[config.mk]
export PLATFORM = sky130hd
export DESIGN_NAME = core_top
export DESIGN_NICKNAME = d
export VERILOG_FILES = /design/src/hw/core_pkg.sv /design/src/hw/core_top.sv /design/src/hw/memory_stage.sv /design/src/hw/execute_stage.sv /design/src/hw/decode_stage.sv /design/src/hw/reg_file.sv /design/src/hw/fetch_stage.sv
export SDC_FILE = /design/constraint.sdc
export NUM_CORES = 2
export LEC_CHECK = 0
export BUFFER_PORTS_ARGS = -buffer_cell sky130_fd_sc_hd__buf_2
export CAP_MARGIN = 20
export CORE_MARGIN = 2
export CORE_UTILIZATION = 45
export CTS_CLUSTER_SIZE = 10
export DETAILED_ROUTE_END_ITERATION = 8
export PLACE_DENSITY = 0.61
export SYNTH_ARGS = -nofsm -noshare
export SYNTH_HDL_FRONTEND = slang
export SYNTH_HIERARCHICAL = 1
export SYNTH_SLANG_ARGS = --single-unit
[constraint.sdc]
create_clock -name clk -period 12.78 [get_ports clk]
set_input_delay 1.278 -clock clk [delete_from_list [all_inputs] [get_ports clk]]
set_output_delay 1.278 -clock clk [all_outputs]
set_load 0.01 [all_outputs]
[src/hw/core_pkg.sv]
`default_nettype none

package core_pkg;

    localparam int xlen       = 32;
    localparam int reg_addr_w = 5;

    localparam logic [31:0] reset_pc = 32'h1c000000;

    // 3R group, matched on inst[31:15]
    localparam logic [16:0] op_add_w = 17'h00020;
    localparam logic [16:0] op_sub_w = 17'h00022;
    localparam logic [16:0] op_slt   = 17'h00024;
    localparam logic [16:0] op_sltu  = 17'h00025;
    localparam logic [16:0] op_and   = 17'h00029;
    localparam logic [16:0] op_or    = 17'h0002a;
    localparam logic [16:0] op_xor   = 17'h0002b;

    // 2RI12 group, matched on inst[31:22]
    localparam logic [9:0] op_addi_w = 10'h00a;
    localparam logic [9:0] op_ld_b   = 10'h0a0;
    localparam logic [9:0] op_ld_w   = 10'h0a2;
    localparam logic [9:0] op_st_b   = 10'h0a4;
    localparam logic [9:0] op_st_w   = 10'h0a6;
    localparam logic [9:0] op_ld_bu  = 10'h0a8;

    localparam logic [6:0] op_lu12i_w = 7'h0a;  // inst[31:25]

    // branches, matched on inst[31:26]
    localparam logic [5:0] op_b   = 6'h14;
    localparam logic [5:0] op_bl  = 6'h15;
    localparam logic [5:0] op_beq = 6'h16;
    localparam logic [5:0] op_bne = 6'h17;

    typedef logic [xlen-1:0]       word_t;
    typedef logic [reg_addr_w-1:0] reg_addr_t;
    typedef logic [3:0]            strobe_t;

    typedef enum logic [2:0] {
        alu_add,
        alu_sub,
        alu_and,
        alu_or,
        alu_xor,
        alu_slt,
        alu_sltu,
        alu_lui     // passes operand b through
    } alu_op_t;

    typedef enum logic [1:0] {
        wb_alu,
        wb_mem,
        wb_link
    } wb_sel_t;

    typedef enum logic [1:0] {
        br_none,
        br_beq,
        br_bne,
        br_always
    } branch_op_t;

    typedef enum logic [2:0] {
        mem_none,
        mem_ld_w,
        mem_ld_b,
        mem_ld_bu,
        mem_st_w,
        mem_st_b
    } mem_op_t;

    typedef struct packed {
        logic  valid;
        word_t pc;
        word_t inst;
    } if_id_t;

    typedef struct packed {
        logic       valid;
        word_t      pc;
        reg_addr_t  rj;             // zero when not read
        reg_addr_t  rk;             // second source, may come from the rd field
        reg_addr_t  rd;
        word_t      rj_data;
        word_t      rk_data;
        word_t      imm;
        alu_op_t    alu_op;
        logic       b_imm;
        branch_op_t branch_op;
        word_t      branch_target;
        mem_op_t    mem_op;
        wb_sel_t    wb_sel;
        logic       reg_we;
    } id_ex_t;

    typedef struct packed {
        logic      valid;
        word_t     pc;
        reg_addr_t rd;
        word_t     alu_result;
        word_t     store_data;
        mem_op_t   mem_op;
        wb_sel_t   wb_sel;
        logic      reg_we;
    } ex_mem_t;

    typedef struct packed {
        logic      we;
        reg_addr_t rd;
        word_t     data;
        word_t     pc;
    } wb_t;

    typedef struct packed {
        logic  taken;
        word_t target;
    } redirect_t;

endpackage

`default_nettype wire
[src/hw/core_top.sv]
`timescale 1ns/10ps
`default_nettype none

module core_top import core_pkg::*;
(
    input  logic      clk,
    input  logic      reset,
    output word_t     inst_addr,
    input  word_t     inst_rdata,
    output logic      data_en,
    output strobe_t   data_we,
    output word_t     data_addr,
    output word_t     data_wdata,
    input  word_t     data_rdata,
    output word_t     debug_wb_pc,
    output logic      debug_wb_rf_we,
    output reg_addr_t debug_wb_rf_wnum,
    output word_t     debug_wb_rf_wdata
);

    if_id_t    if_id;
    id_ex_t    id_ex;
    ex_mem_t   ex_mem;
    wb_t       wb;
    redirect_t redirect;
    logic      stall;
    reg_addr_t ex_load_rd;

    fetch_stage u_fetch_stage
    (
        .clk        (clk),
        .reset      (reset),
        .stall      (stall),
        .redirect   (redirect),
        .inst_addr  (inst_addr),
        .inst_rdata (inst_rdata),
        .if_id      (if_id)
    );

    decode_stage u_decode_stage
    (
        .clk        (clk),
        .reset      (reset),
        .if_id      (if_id),
        .wb         (wb),
        .redirect   (redirect),
        .ex_load_rd (ex_load_rd),
        .stall      (stall),
        .id_ex      (id_ex)
    );

    execute_stage u_execute_stage
    (
        .clk        (clk),
        .reset      (reset),
        .id_ex      (id_ex),
        .wb         (wb),
        .redirect   (redirect),
        .ex_load_rd (ex_load_rd),
        .data_en    (data_en),
        .data_we    (data_we),
        .data_addr  (data_addr),
        .data_wdata (data_wdata),
        .ex_mem     (ex_mem)
    );

    memory_stage u_memory_stage
    (
        .clk        (clk),
        .reset      (reset),
        .ex_mem     (ex_mem),
        .data_rdata (data_rdata),
        .wb         (wb)
    );

    // trace port taps the writeback bus
    assign debug_wb_pc       = wb.pc;
    assign debug_wb_rf_we    = wb.we;
    assign debug_wb_rf_wnum  = wb.rd;
    assign debug_wb_rf_wdata = wb.data;

endmodule

`default_nettype wire

[src/hw/memory_stage.sv]
`timescale 1ns/10ps
`default_nettype none

module memory_stage import core_pkg::*;
(
    input  logic    clk,
    input  logic    reset,
    input  ex_mem_t ex_mem,
    input  word_t   data_rdata,
    output wb_t     wb
);

    typedef struct packed {
        logic      valid;
        word_t     pc;
        reg_addr_t rd;
        word_t     alu_result;
        word_t     load_data;
        wb_sel_t   wb_sel;
        logic      reg_we;
    } mem_wb_t;

    logic [7:0] load_byte;
    word_t      load_data;
    word_t      wb_data;
    mem_wb_t    mem_wb;

    always_comb
    begin
        case (ex_mem.alu_result[1:0])  // byte lane from the address
            2'd0:    load_byte = data_rdata[7:0];
            2'd1:    load_byte = data_rdata[15:8];
            2'd2:    load_byte = data_rdata[23:16];
            default: load_byte = data_rdata[31:24];
        endcase
    end

    always_comb
    begin
        case (ex_mem.mem_op)
            mem_ld_b:  load_data = {{24{load_byte[7]}}, load_byte};
            mem_ld_bu: load_data = {24'b0, load_byte};
            default:   load_data = data_rdata;
        endcase
    end

    always_ff @(posedge clk)
    begin
        if (!reset)
            mem_wb <= '0;
        else
            mem_wb <= '{
                valid:      ex_mem.valid,
                pc:         ex_mem.pc,
                rd:         ex_mem.rd,
                alu_result: ex_mem.alu_result,
                load_data:  load_data,
                wb_sel:     ex_mem.wb_sel,
                reg_we:     ex_mem.reg_we
            };
    end

    always_comb
    begin
        case (mem_wb.wb_sel)
            wb_mem:  wb_data = mem_wb.load_data;
            wb_link: wb_data = mem_wb.pc + 32'd4;  // bl return address
            default: wb_data = mem_wb.alu_result;
        endcase
    end

    assign wb = '{we: mem_wb.valid && mem_wb.reg_we, rd: mem_wb.rd, data: wb_data, pc: mem_wb.pc};

endmodule

`default_nettype wire

[src/hw/execute_stage.sv]
`timescale 1ns/10ps
`default_nettype none

module execute_stage import core_pkg::*;
(
    input  logic      clk,
    input  logic      reset,
    input  id_ex_t    id_ex,
    input  wb_t       wb,
    output redirect_t redirect,
    output reg_addr_t ex_load_rd,
    output logic      data_en,
    output strobe_t   data_we,
    output word_t     data_addr,
    output word_t     data_wdata,
    output ex_mem_t   ex_mem
);

    word_t   mem_value;  // result the memory stage will write back
    word_t   src_j;
    word_t   src_k;
    word_t   alu_b;
    word_t   alu_result;
    logic    taken;
    logic    is_load;
    logic    is_store;
    ex_mem_t ex_mem_next;

    // memory stage first, then writeback, then the register file value
    function automatic word_t forward(reg_addr_t num, word_t rf_value, ex_mem_t mem_stage,
                                      word_t mem_data, wb_t wb_bus);
        if (num == '0)
            return '0;
        if (mem_stage.valid && mem_stage.reg_we && mem_stage.rd == num)
            return mem_data;
        if (wb_bus.we && wb_bus.rd == num)
            return wb_bus.data;
        return rf_value;
    endfunction

    assign mem_value = (ex_mem.wb_sel == wb_link) ? ex_mem.pc + 32'd4 : ex_mem.alu_result;

    always_comb
    begin
        src_j = forward(id_ex.rj, id_ex.rj_data, ex_mem, mem_value, wb);
        src_k = forward(id_ex.rk, id_ex.rk_data, ex_mem, mem_value, wb);
    end

    assign alu_b = id_ex.b_imm ? id_ex.imm : src_k;

    always_comb
    begin
        case (id_ex.alu_op)
            alu_add:  alu_result = src_j + alu_b;
            alu_sub:  alu_result = src_j - alu_b;
            alu_and:  alu_result = src_j & alu_b;
            alu_or:   alu_result = src_j | alu_b;
            alu_xor:  alu_result = src_j ^ alu_b;
            alu_slt:  alu_result = word_t'($signed(src_j) < $signed(alu_b));
            alu_sltu: alu_result = word_t'(src_j < alu_b);
            default:  alu_result = alu_b;  // lu12i.w
        endcase
    end

    always_comb
    begin
        case (id_ex.branch_op)
            br_beq:    taken = src_j == src_k;
            br_bne:    taken = src_j != src_k;
            br_always: taken = 1'b1;
            default:   taken = 1'b0;
        endcase
    end

    assign redirect = '{taken: id_ex.valid && taken, target: id_ex.branch_target};

    assign is_load  = id_ex.mem_op inside {mem_ld_w, mem_ld_b, mem_ld_bu};
    assign is_store = id_ex.mem_op inside {mem_st_w, mem_st_b};

    assign ex_load_rd = (id_ex.valid && is_load) ? id_ex.rd : '0;

    // sram request goes out now, data comes back in memory
    assign data_en   = id_ex.valid && (is_load || is_store);
    assign data_addr = alu_result;

    always_comb
    begin
        data_we    = '0;
        data_wdata = src_k;
        if (id_ex.valid && id_ex.mem_op == mem_st_w)
            data_we = 4'hf;
        else if (id_ex.valid && id_ex.mem_op == mem_st_b)
        begin
            data_we    = strobe_t'(1) << alu_result[1:0];  // one lane
            data_wdata = {4{src_k[7:0]}};
        end
    end

    assign ex_mem_next = '{
        valid:      id_ex.valid,
        pc:         id_ex.pc,
        rd:         id_ex.rd,
        alu_result: alu_result,
        store_data: src_k,
        mem_op:     id_ex.mem_op,
        wb_sel:     id_ex.wb_sel,
        reg_we:     id_ex.reg_we
    };

    always_ff @(posedge clk)
    begin
        if (!reset)
            ex_mem <= '0;
        else
            ex_mem <= ex_mem_next;
    end

endmodule

`default_nettype wire

[src/hw/decode_stage.sv]
`timescale 1ns/10ps
`default_nettype none

module decode_stage import core_pkg::*;
(
    input  logic      clk,
    input  logic      reset,
    input  if_id_t    if_id,
    input  wb_t       wb,
    input  redirect_t redirect,
    input  reg_addr_t ex_load_rd,
    output logic      stall,
    output id_ex_t    id_ex
);

    word_t      inst;
    word_t      si12;
    word_t      si20;
    word_t      offs16;
    word_t      offs26;
    alu_op_t    alu_op;
    logic       b_imm;
    branch_op_t branch_op;
    mem_op_t    mem_op;
    wb_sel_t    wb_sel;
    logic       writes_rd;
    logic       use_rj;
    logic       use_rk;
    logic       rk_from_rd;
    logic       is_3r;
    logic       is_2ri12;
    word_t      imm;
    word_t      offset;
    reg_addr_t  dest;
    reg_addr_t  rj_num;
    reg_addr_t  rk_num;
    word_t      rj_data;
    word_t      rk_data;
    id_ex_t     id_ex_next;

    assign inst   = if_id.inst;
    assign si12   = {{20{inst[21]}}, inst[21:10]};
    assign si20   = {inst[24:5], 12'b0};
    assign offs16 = {{14{inst[25]}}, inst[25:10], 2'b00};
    assign offs26 = {{4{inst[9]}}, inst[9:0], inst[25:10], 2'b00};

    always_comb
    begin
        alu_op     = alu_add;
        b_imm      = 1'b0;
        branch_op  = br_none;
        mem_op     = mem_none;
        wb_sel     = wb_alu;
        writes_rd  = 1'b0;
        use_rj     = 1'b0;
        use_rk     = 1'b0;
        rk_from_rd = 1'b0;
        is_3r      = 1'b0;
        is_2ri12   = 1'b0;
        imm        = si12;
        offset     = offs16;
        dest       = inst[4:0];
        if (if_id.valid)
        begin
            is_3r = 1'b1;
            case (inst[31:15])
                op_add_w: alu_op = alu_add;
                op_sub_w: alu_op = alu_sub;
                op_slt:   alu_op = alu_slt;
                op_sltu:  alu_op = alu_sltu;
                op_and:   alu_op = alu_and;
                op_or:    alu_op = alu_or;
                op_xor:   alu_op = alu_xor;
                default:  is_3r = 1'b0;
            endcase
            is_2ri12 = 1'b1;
            case (inst[31:22])
                op_addi_w: writes_rd = 1'b1;
                op_ld_w:   mem_op = mem_ld_w;
                op_ld_b:   mem_op = mem_ld_b;
                op_ld_bu:  mem_op = mem_ld_bu;
                op_st_w:   mem_op = mem_st_w;
                op_st_b:   mem_op = mem_st_b;
                default:   is_2ri12 = 1'b0;
            endcase
            if (inst[31:25] == op_lu12i_w)
            begin
                alu_op    = alu_lui;
                b_imm     = 1'b1;
                imm       = si20;
                writes_rd = 1'b1;
            end
            case (inst[31:26])
                op_b:   branch_op = br_always;
                op_bl:
                begin
                    branch_op = br_always;
                    writes_rd = 1'b1;
                    wb_sel    = wb_link;
                    dest      = reg_addr_t'(1);  // ra
                end
                op_beq: branch_op = br_beq;
                op_bne: branch_op = br_bne;
                default: ;
            endcase
            if (is_3r)
            begin
                writes_rd = 1'b1;
                use_rj    = 1'b1;
                use_rk    = 1'b1;
            end
            if (is_2ri12)
            begin
                b_imm  = 1'b1;
                use_rj = 1'b1;
            end
            if (mem_op inside {mem_ld_w, mem_ld_b, mem_ld_bu})
            begin
                writes_rd = 1'b1;
                wb_sel    = wb_mem;
            end
            // stores and compares read the rd field as a source
            if (mem_op inside {mem_st_w, mem_st_b} || branch_op inside {br_beq, br_bne})
            begin
                use_rj     = use_rj || branch_op != br_none;
                use_rk     = 1'b1;
                rk_from_rd = 1'b1;
            end
            if (branch_op == br_always)
                offset = offs26;
        end
    end

    assign rj_num = use_rj ? inst[9:5] : '0;
    assign rk_num = !use_rk ? '0 : rk_from_rd ? inst[4:0] : inst[14:10];

    reg_file u_reg_file
    (
        .clk   (clk),
        .reset (reset),
        .ra1   (rj_num),
        .ra2   (rk_num),
        .rd1   (rj_data),
        .rd2   (rk_data),
        .wb    (wb)
    );

    // load in execute feeding a source here
    assign stall = ex_load_rd != '0 && (ex_load_rd == rj_num || ex_load_rd == rk_num);

    assign id_ex_next = '{
        valid:         if_id.valid,
        pc:            if_id.pc,
        rj:            rj_num,
        rk:            rk_num,
        rd:            dest,
        rj_data:       rj_data,
        rk_data:       rk_data,
        imm:           imm,
        alu_op:        alu_op,
        b_imm:         b_imm,
        branch_op:     branch_op,
        branch_target: if_id.pc + offset,
        mem_op:        mem_op,
        wb_sel:        wb_sel,
        reg_we:        writes_rd && dest != '0
    };

    always_ff @(posedge clk)
    begin
        if (!reset)
            id_ex <= '0;
        else if (stall || redirect.taken)
            id_ex <= '0;  // bubble
        else
            id_ex <= id_ex_next;
    end

endmodule

`default_nettype wire

[src/hw/reg_file.sv]
`timescale 1ns/10ps
`default_nettype none

module reg_file import core_pkg::*;
(
    input  logic      clk,
    input  logic      reset,
    input  reg_addr_t ra1,
    input  reg_addr_t ra2,
    output word_t     rd1,
    output word_t     rd2,
    input  wb_t       wb
);

    word_t regs [1:31];  // r0 has no storage

    always_ff @(posedge clk)
    begin
        if (reset && wb.we && wb.rd != '0)
            regs[wb.rd] <= wb.data;
    end

    // same-cycle write is visible to the reader
    assign rd1 = (ra1 == '0) ? '0 : (wb.we && wb.rd == ra1) ? wb.data : regs[ra1];
    assign rd2 = (ra2 == '0) ? '0 : (wb.we && wb.rd == ra2) ? wb.data : regs[ra2];

endmodule

`default_nettype wire

[src/hw/fetch_stage.sv]
`timescale 1ns/10ps
`default_nettype none

module fetch_stage import core_pkg::*;
(
    input  logic      clk,
    input  logic      reset,
    input  logic      stall,
    input  redirect_t redirect,
    output word_t     inst_addr,
    input  word_t     inst_rdata,
    output if_id_t    if_id
);

    word_t pc;
    word_t next_pc;

    always_comb
    begin
        if (redirect.taken)
            next_pc = redirect.target;  // branch from execute wins
        else if (stall)
            next_pc = pc;
        else
            next_pc = pc + 32'd4;
    end

    always_ff @(posedge clk)
    begin
        if (!reset)
            pc <= reset_pc;
        else
            pc <= next_pc;
    end

    assign inst_addr = pc;  // instruction port reads combinationally

    always_ff @(posedge clk)
    begin
        if (!reset)
            if_id <= '0;
        else if (redirect.taken)
            if_id <= '0;  // wrong-path fetch dropped
        else if (!stall)
            if_id <= '{valid: 1'b1, pc: pc, inst: inst_rdata};
    end

endmodule

`default_nettype wire

Word-level counts from Yosys, hierarchy flattened
Memory sizes are Yosys's and may differ from the RTL's. A register that Yosys moved wholly into a read port is not among the register bits. Cells that the tools add are included.

Flip-flop bits (word level): 402. Bits in writable memories: 992. Input bits: 66. Memories kept: 1.

Memories: u_decode_stage.u_reg_file.regs (words 31, width 32, rd ports 2, clocked after Yosys merged registers in 2, wr ports 1, line reg_file.sv:15) `word_t regs [1:31];`.

$add $sub $neg: 6. Magnitude comparators: 2. Equal/unequal tests: 56. Shifts and indexed selects: 1. Muxes and demuxes: 78. Bitwise operators: 5. Reduce and logical (&&, ||, !) cells: 44.

Operators with widths (number): 32-bit two-way mux (22); 32-bit case mux with 7 select lines (1); 32-bit case mux with 2 select lines (2); 17-bit by 6-bit == test with 1-bit output (second input constant) (7); 32-bit by 3-bit adder with 32-bit output (second input constant) (3); 32-bit adder (2); 32-bit < comparator (2); 10-bit by 8-bit == test with 1-bit output (second input constant) (5); 1-bit two-way mux (36); 32-bit bitwise AND (1); 32-bit == test (1); 32-bit inequality test (1); 32-bit OR (1); 32-bit subtractor (1); 32-bit XOR (1); 5-bit == test (6); 5-bit two-way mux (6); 3-bit by 2-bit == test with 1-bit output (second input constant) (8); 6-bit by 5-bit == test with 1-bit output (second input constant) (4); 8-bit case mux with 3 select lines (1); 3-bit == test (second input constant) (7); 5-bit zero test (4); 3-bit case mux with 6 select lines (1); 1-bit logical AND (15); other kinds (25) (54).

Depth between registers and ports, before layout
Depth in word-level cells: 16. Gate-level depth with buffers: 25. Depth with buffers taken out: 23.

Cells and area by module
Netlist, hierarchy kept.

Modules (own cells, without submodules): reg_file (instances 1, cells each 2789, area each 47191.5 um^2); execute_stage (instances 1, cells each 1806, area each 12603.3 um^2); decode_stage (instances 1, cells each 785, area each 7527.2 um^2); memory_stage (instances 1, cells each 521, area each 4698.3 um^2); fetch_stage (instances 1, cells each 448, area each 4224.1 um^2).

Worst setup path after synthesis
OpenSTA, ideal clock, no wires.

Kind: reg2out. Start: register u_memory_stage/mem_wb[2] in the netlist's numbering. End: output data_addr[23]. Data arrival time: 6.513 ns. Data required time: 11.502 ns. Setup slack: 4.989 ns. Stages on the path, launching flop included: 25. Path buffers: 3. Path through: dfxtp_1 > inv_1 > ha_1 > clkbuf_1 > clkbuf_1 > a22oi_1 > o21ai_0 > nand2_1 > nor3_1 > a211oi_1 > a211oi_2 > mux2i_1 > inv_1 > ha_1 > clkbuf_1 > or3b_1 > nor2_1 > a21o_1 > o21bai_1 > o31a_1 > o31a_1 > o31a_1 > a221o_1 > a222oi_1 > nor2_1.

Cells in the longest elaborated chain, start to end: 9.

RTL lines: start, declared (line memory_stage.sv:26) `mem_wb_t mem_wb;`; start signal, assigned (line memory_stage.sv:52) `mem_wb <= '{`; 2-bit == test / 2-bit by 1-bit == test with 1-bit output (equally long branches) (line memory_stage.sv:65) `case (mem_wb.wb_sel)`; 32-bit case mux with 2 select lines (*) (line memory_stage.sv:65); named net debug_wb_rf_wdata[6] (line core_top.sv:18) `output word_t debug_wb_rf_wdata`; 32-bit two-way mux (*) (line execute_stage.sv:36) `if (wb_bus.we && wb_bus.rd == num)`; 32-bit two-way mux (*) (line execute_stage.sv:38) `return rf_value;`; 32-bit two-way mux (*) (line execute_stage.sv:36); 32-bit two-way mux (*) (line execute_stage.sv:34) `if (mem_stage.valid && mem_stage.reg_we && mem_stage.rd == num)`; named net u_execute_stage.src_k[6] (line execute_stage.sv:21) `word_t src_k;`; 32-bit two-way mux (*) (line execute_stage.sv:49) `assign alu_b = id_ex.b_imm ? id_ex.imm : src_k;`; 32-bit subtractor / 32-bit adder (equally long branches) (line execute_stage.sv:55, execute_stage.sv:54); 32-bit case mux with 7 select lines (*) (line execute_stage.sv:53) `case (id_ex.alu_op)`; end, declared (line core_top.sv:12) `output word_t data_addr,`.

The timed path passes the listed nets; every way through them passes the cells marked *.

Worst setup path after layout
Start: register u_memory_stage/mem_wb[1] in the netlist's numbering. End: output data_addr[28].

Cells in the longest elaborated chain, start to end: 9.

RTL lines: 2-bit == test / 2-bit by 1-bit == test with 1-bit output (equally long branches) (line memory_stage.sv:65); 32-bit case mux with 2 select lines (*) (line memory_stage.sv:65); 32-bit two-way mux (line execute_stage.sv:36); 32-bit two-way mux (line execute_stage.sv:38); 32-bit two-way mux (line execute_stage.sv:36); 32-bit two-way mux (line execute_stage.sv:34); 32-bit two-way mux (line execute_stage.sv:49); 32-bit subtractor (tied with other cells) (line execute_stage.sv:55) `alu_sub: alu_result = src_j - alu_b;`; 32-bit case mux with 7 select lines (*) (line execute_stage.sv:53).

Every way passes the cells marked *; elsewhere a longest branch is shown, timed or not.

==> metrics.txt <==
worst hold path type reg2reg; Post-Syn Instances 6,285; Most Frequent Cell on Critical Path nor2_1; Worst EP required 11.50 ns; Leak Pwr 30.0 nW; worst skew pair latency 0.82 ns; hold_buf cts 0; Post-DP HPWL 193 mm; crit end category output port; PnR Total Power 9.82 mW; Slew HR 16.2%; CP bufs+invs 4; Die Y 414 µm; GR met3 Demand/Resource 7.87%; Critical-path top delay cell nand2b_2; Syn Std Cell Area 75,500 µm²; final WL 294 mm; DR iter-0 viols 9,322; CTS tree yes; TritonCTS Buffers 171; Worst-path clk slew 0.05 ns; largest net degree at the start of global routing 108; # IOs 237; clock tree buffer depth 3; Clock Skew 0.0302 ns; vias in the first global route 54,200; met2 Usage GRT 48.6%; initial antenna violation count 19; vias 58,200; Initial Util 45.2%; maximum vdd drop 0.000137 V; cells along the critical path inv_1 > ha_2 > buf_4 > nand2b_2 > o21ai_4 > mux2_2 > o211ai_1 > nor2_1 > a21oi_1 > inv_1 > ha_1 > or3_1 > nand2b_1 > nor2_1 > o21ai_1 > o2111ai_1 > o221ai_1 > o311a_1 > a221o_1 > a222oi_1 > nor2_1 > buf_2; Nets 6,512; Yosys warnings 6; DR vias/cell 6.75; total iterations of the first detailed-routing run 6; fin crit share 78.2%; ratio of cells with drive above 1 in the final layout 17.2%; status completed; gr busiest metal met2; post-synthesis average cell area 12.0 µm²; post_cts resized 0; setup tns final 0 ns; Fmax achieved 0.100 GHz; placed cells 8,343; Pins Over Slew Limit 0; Net Count, Synth 6,484; Die Span X 414 µm; final instance area 83,700 µm²; CTS root buffer clkbuf_16; first-pass GRT wire length 408 mm; critical path's largest stage delay 0.96 ns; # rows 150; GRT Residual Overflow 0; GRT met1 Usage 48.1%; crit path launch type register; Slew @ Worst Pin 1.25 ns; gr usage total 33.4%; crit path kind reg2out; die area 171,000 µm²; final core utilization 50.2%; Max H-tree Level 4; DR WL/cell 34.1 µm; clk sinks 1,456; Pwr Density 117 nW/µm²; delay-heaviest family, CP compound AO/OA/AOI/OAI gates; Port Buffer Count 236; core area 167,000 µm²; Non-Filler Instances 8,621; # DRC 0; Max FO, Critical Path 38; final hold vios 0; RD Place Congestion 1.01; area delta synth->final 11.0%; Setup Viol. Count Final 0; Setup Buffers After CTS 0; unrepaired setup endpoints after global routing no; MaxCap Viol Count 0; Critical Path AT 8.71 ns; clock period minus worst slack 9.99 ns; DRT antenna net count 0; DP Area 78,600 µm²
==> state kept, by name (all words and copies together), names as in the netlist <==
| signal | cells |
|---|---|
| u_decode_stage/u_reg_file/regs | 992 |
| u_decode_stage/id_ex | 186 |
| u_execute_stage/ex_mem | 76 |
| u_memory_stage/mem_wb | 68 |
| u_fetch_stage/if_id | 65 |
| u_memory_stage/wb | 37 |
| u_fetch_stage/inst_addr | 32 |
==> final timing paths <==
kind,startpoint,endpoint,slack (ns),cells past startpoint
hold reg to reg,u_decode_stage/id_ex[174]$_SDFF_PP0_,u_execute_stage/ex_mem[94]$_SDFF_PN0_,0.42,1
setup reg to reg,u_memory_stage/mem_wb[1]$_SDFF_PN0_,u_execute_stage/ex_mem[65]$_SDFF_PN0_,4.81,20
hold / removal,u_decode_stage/id_ex[174]$_SDFF_PP0_,u_execute_stage/ex_mem[94]$_SDFF_PN0_,0.42,1
setup / recovery,u_memory_stage/mem_wb[1]$_SDFF_PN0_,data_addr[28],2.79,22
==> metrics by stage <==
step,hold slack [ns],setup WS [ns]
floorplan,0.412,5.01
global placement,0.418,3.97
detailed placement,0.417,3.89
CTS,0.423,3.00
global route,0.445,2.40
finish,0.421,2.79
==> cell usage in the layout, fill, tap and decap left out, types with 33 or more instances in the layout <==
master / count
ha_1: 129
a31oi_1: 33
and2_1: 165
o21ai_0: 237
nor2_4: 34
nand3_1: 149
nor2_1: 301
mux2_2: 39
o22ai_1: 87
clkbuf_16: 176
clkbuf_1: 70
xnor2_1: 68
nor3_1: 117
a21oi_1: 275
xor2_1: 68
buf_4: 168
a32o_1: 36
dfxtp_1: 464
a221oi_1: 44
nand4_1: 47
mux4_2: 285
buf_2: 235
a22oi_1: 97
a211oi_1: 92
inv_1: 146
and3_1: 142
edfxtp_1: 992
o211ai_1: 66
mux2i_1: 527
nand2_1: 391
==> worst register-to-register path, stage by stage, from the launching register on <==
cell and delay, ns:
dfxtp_1 0.34, inv_1 0.05, ha_2 0.40, buf_4 0.35, nand2b_2 0.78, o21ai_4 0.35, buf_4 0.41, mux2i_1 0.17
a21o_1 0.28, o21ai_0 0.93, inv_1 0.23, ha_1 0.63, nand3_1 0.24, or4_1 0.51, nor3_1 0.35, o21ai_0 0.19
o31ai_1 0.66, o31ai_1 0.18, mux2i_1 0.16, o21a_1 0.21, a211oi_1 0.43
==> power by group <==
part           total [mW]  switching [mW]  internal [mW]  leakage [nW]
Combinational       0.212           0.138         0.0743          12.9
Clock                4.56            1.94           2.62          2.44
Sequential           5.05          0.0442           5.00          14.6
Total                9.82            2.12           7.70          30.0
==> area by class of cell <==
class                           count  area [µm²]
Antenna cell                        5        12.5
Inverter                          151         572
Clock buffer                      253        4760
Sequential cell                  1456       39100
Tap cell                         2204        2760
Timing Repair Buffer              408        2550
Multi-Input combinational cell   4125       33700
Fill cell                       14500       83100
Clock inverter                     19         312
==> layer usage <==
layer  routed length (µm)  vias to the layer above
met4                13100                       14
met1               119000                    29500
met2               126000                     3836
met5                  106                        -
li1                     -                    24200
met3                35100                      649
Note: power is estimated with default switching activity, not from simulation.
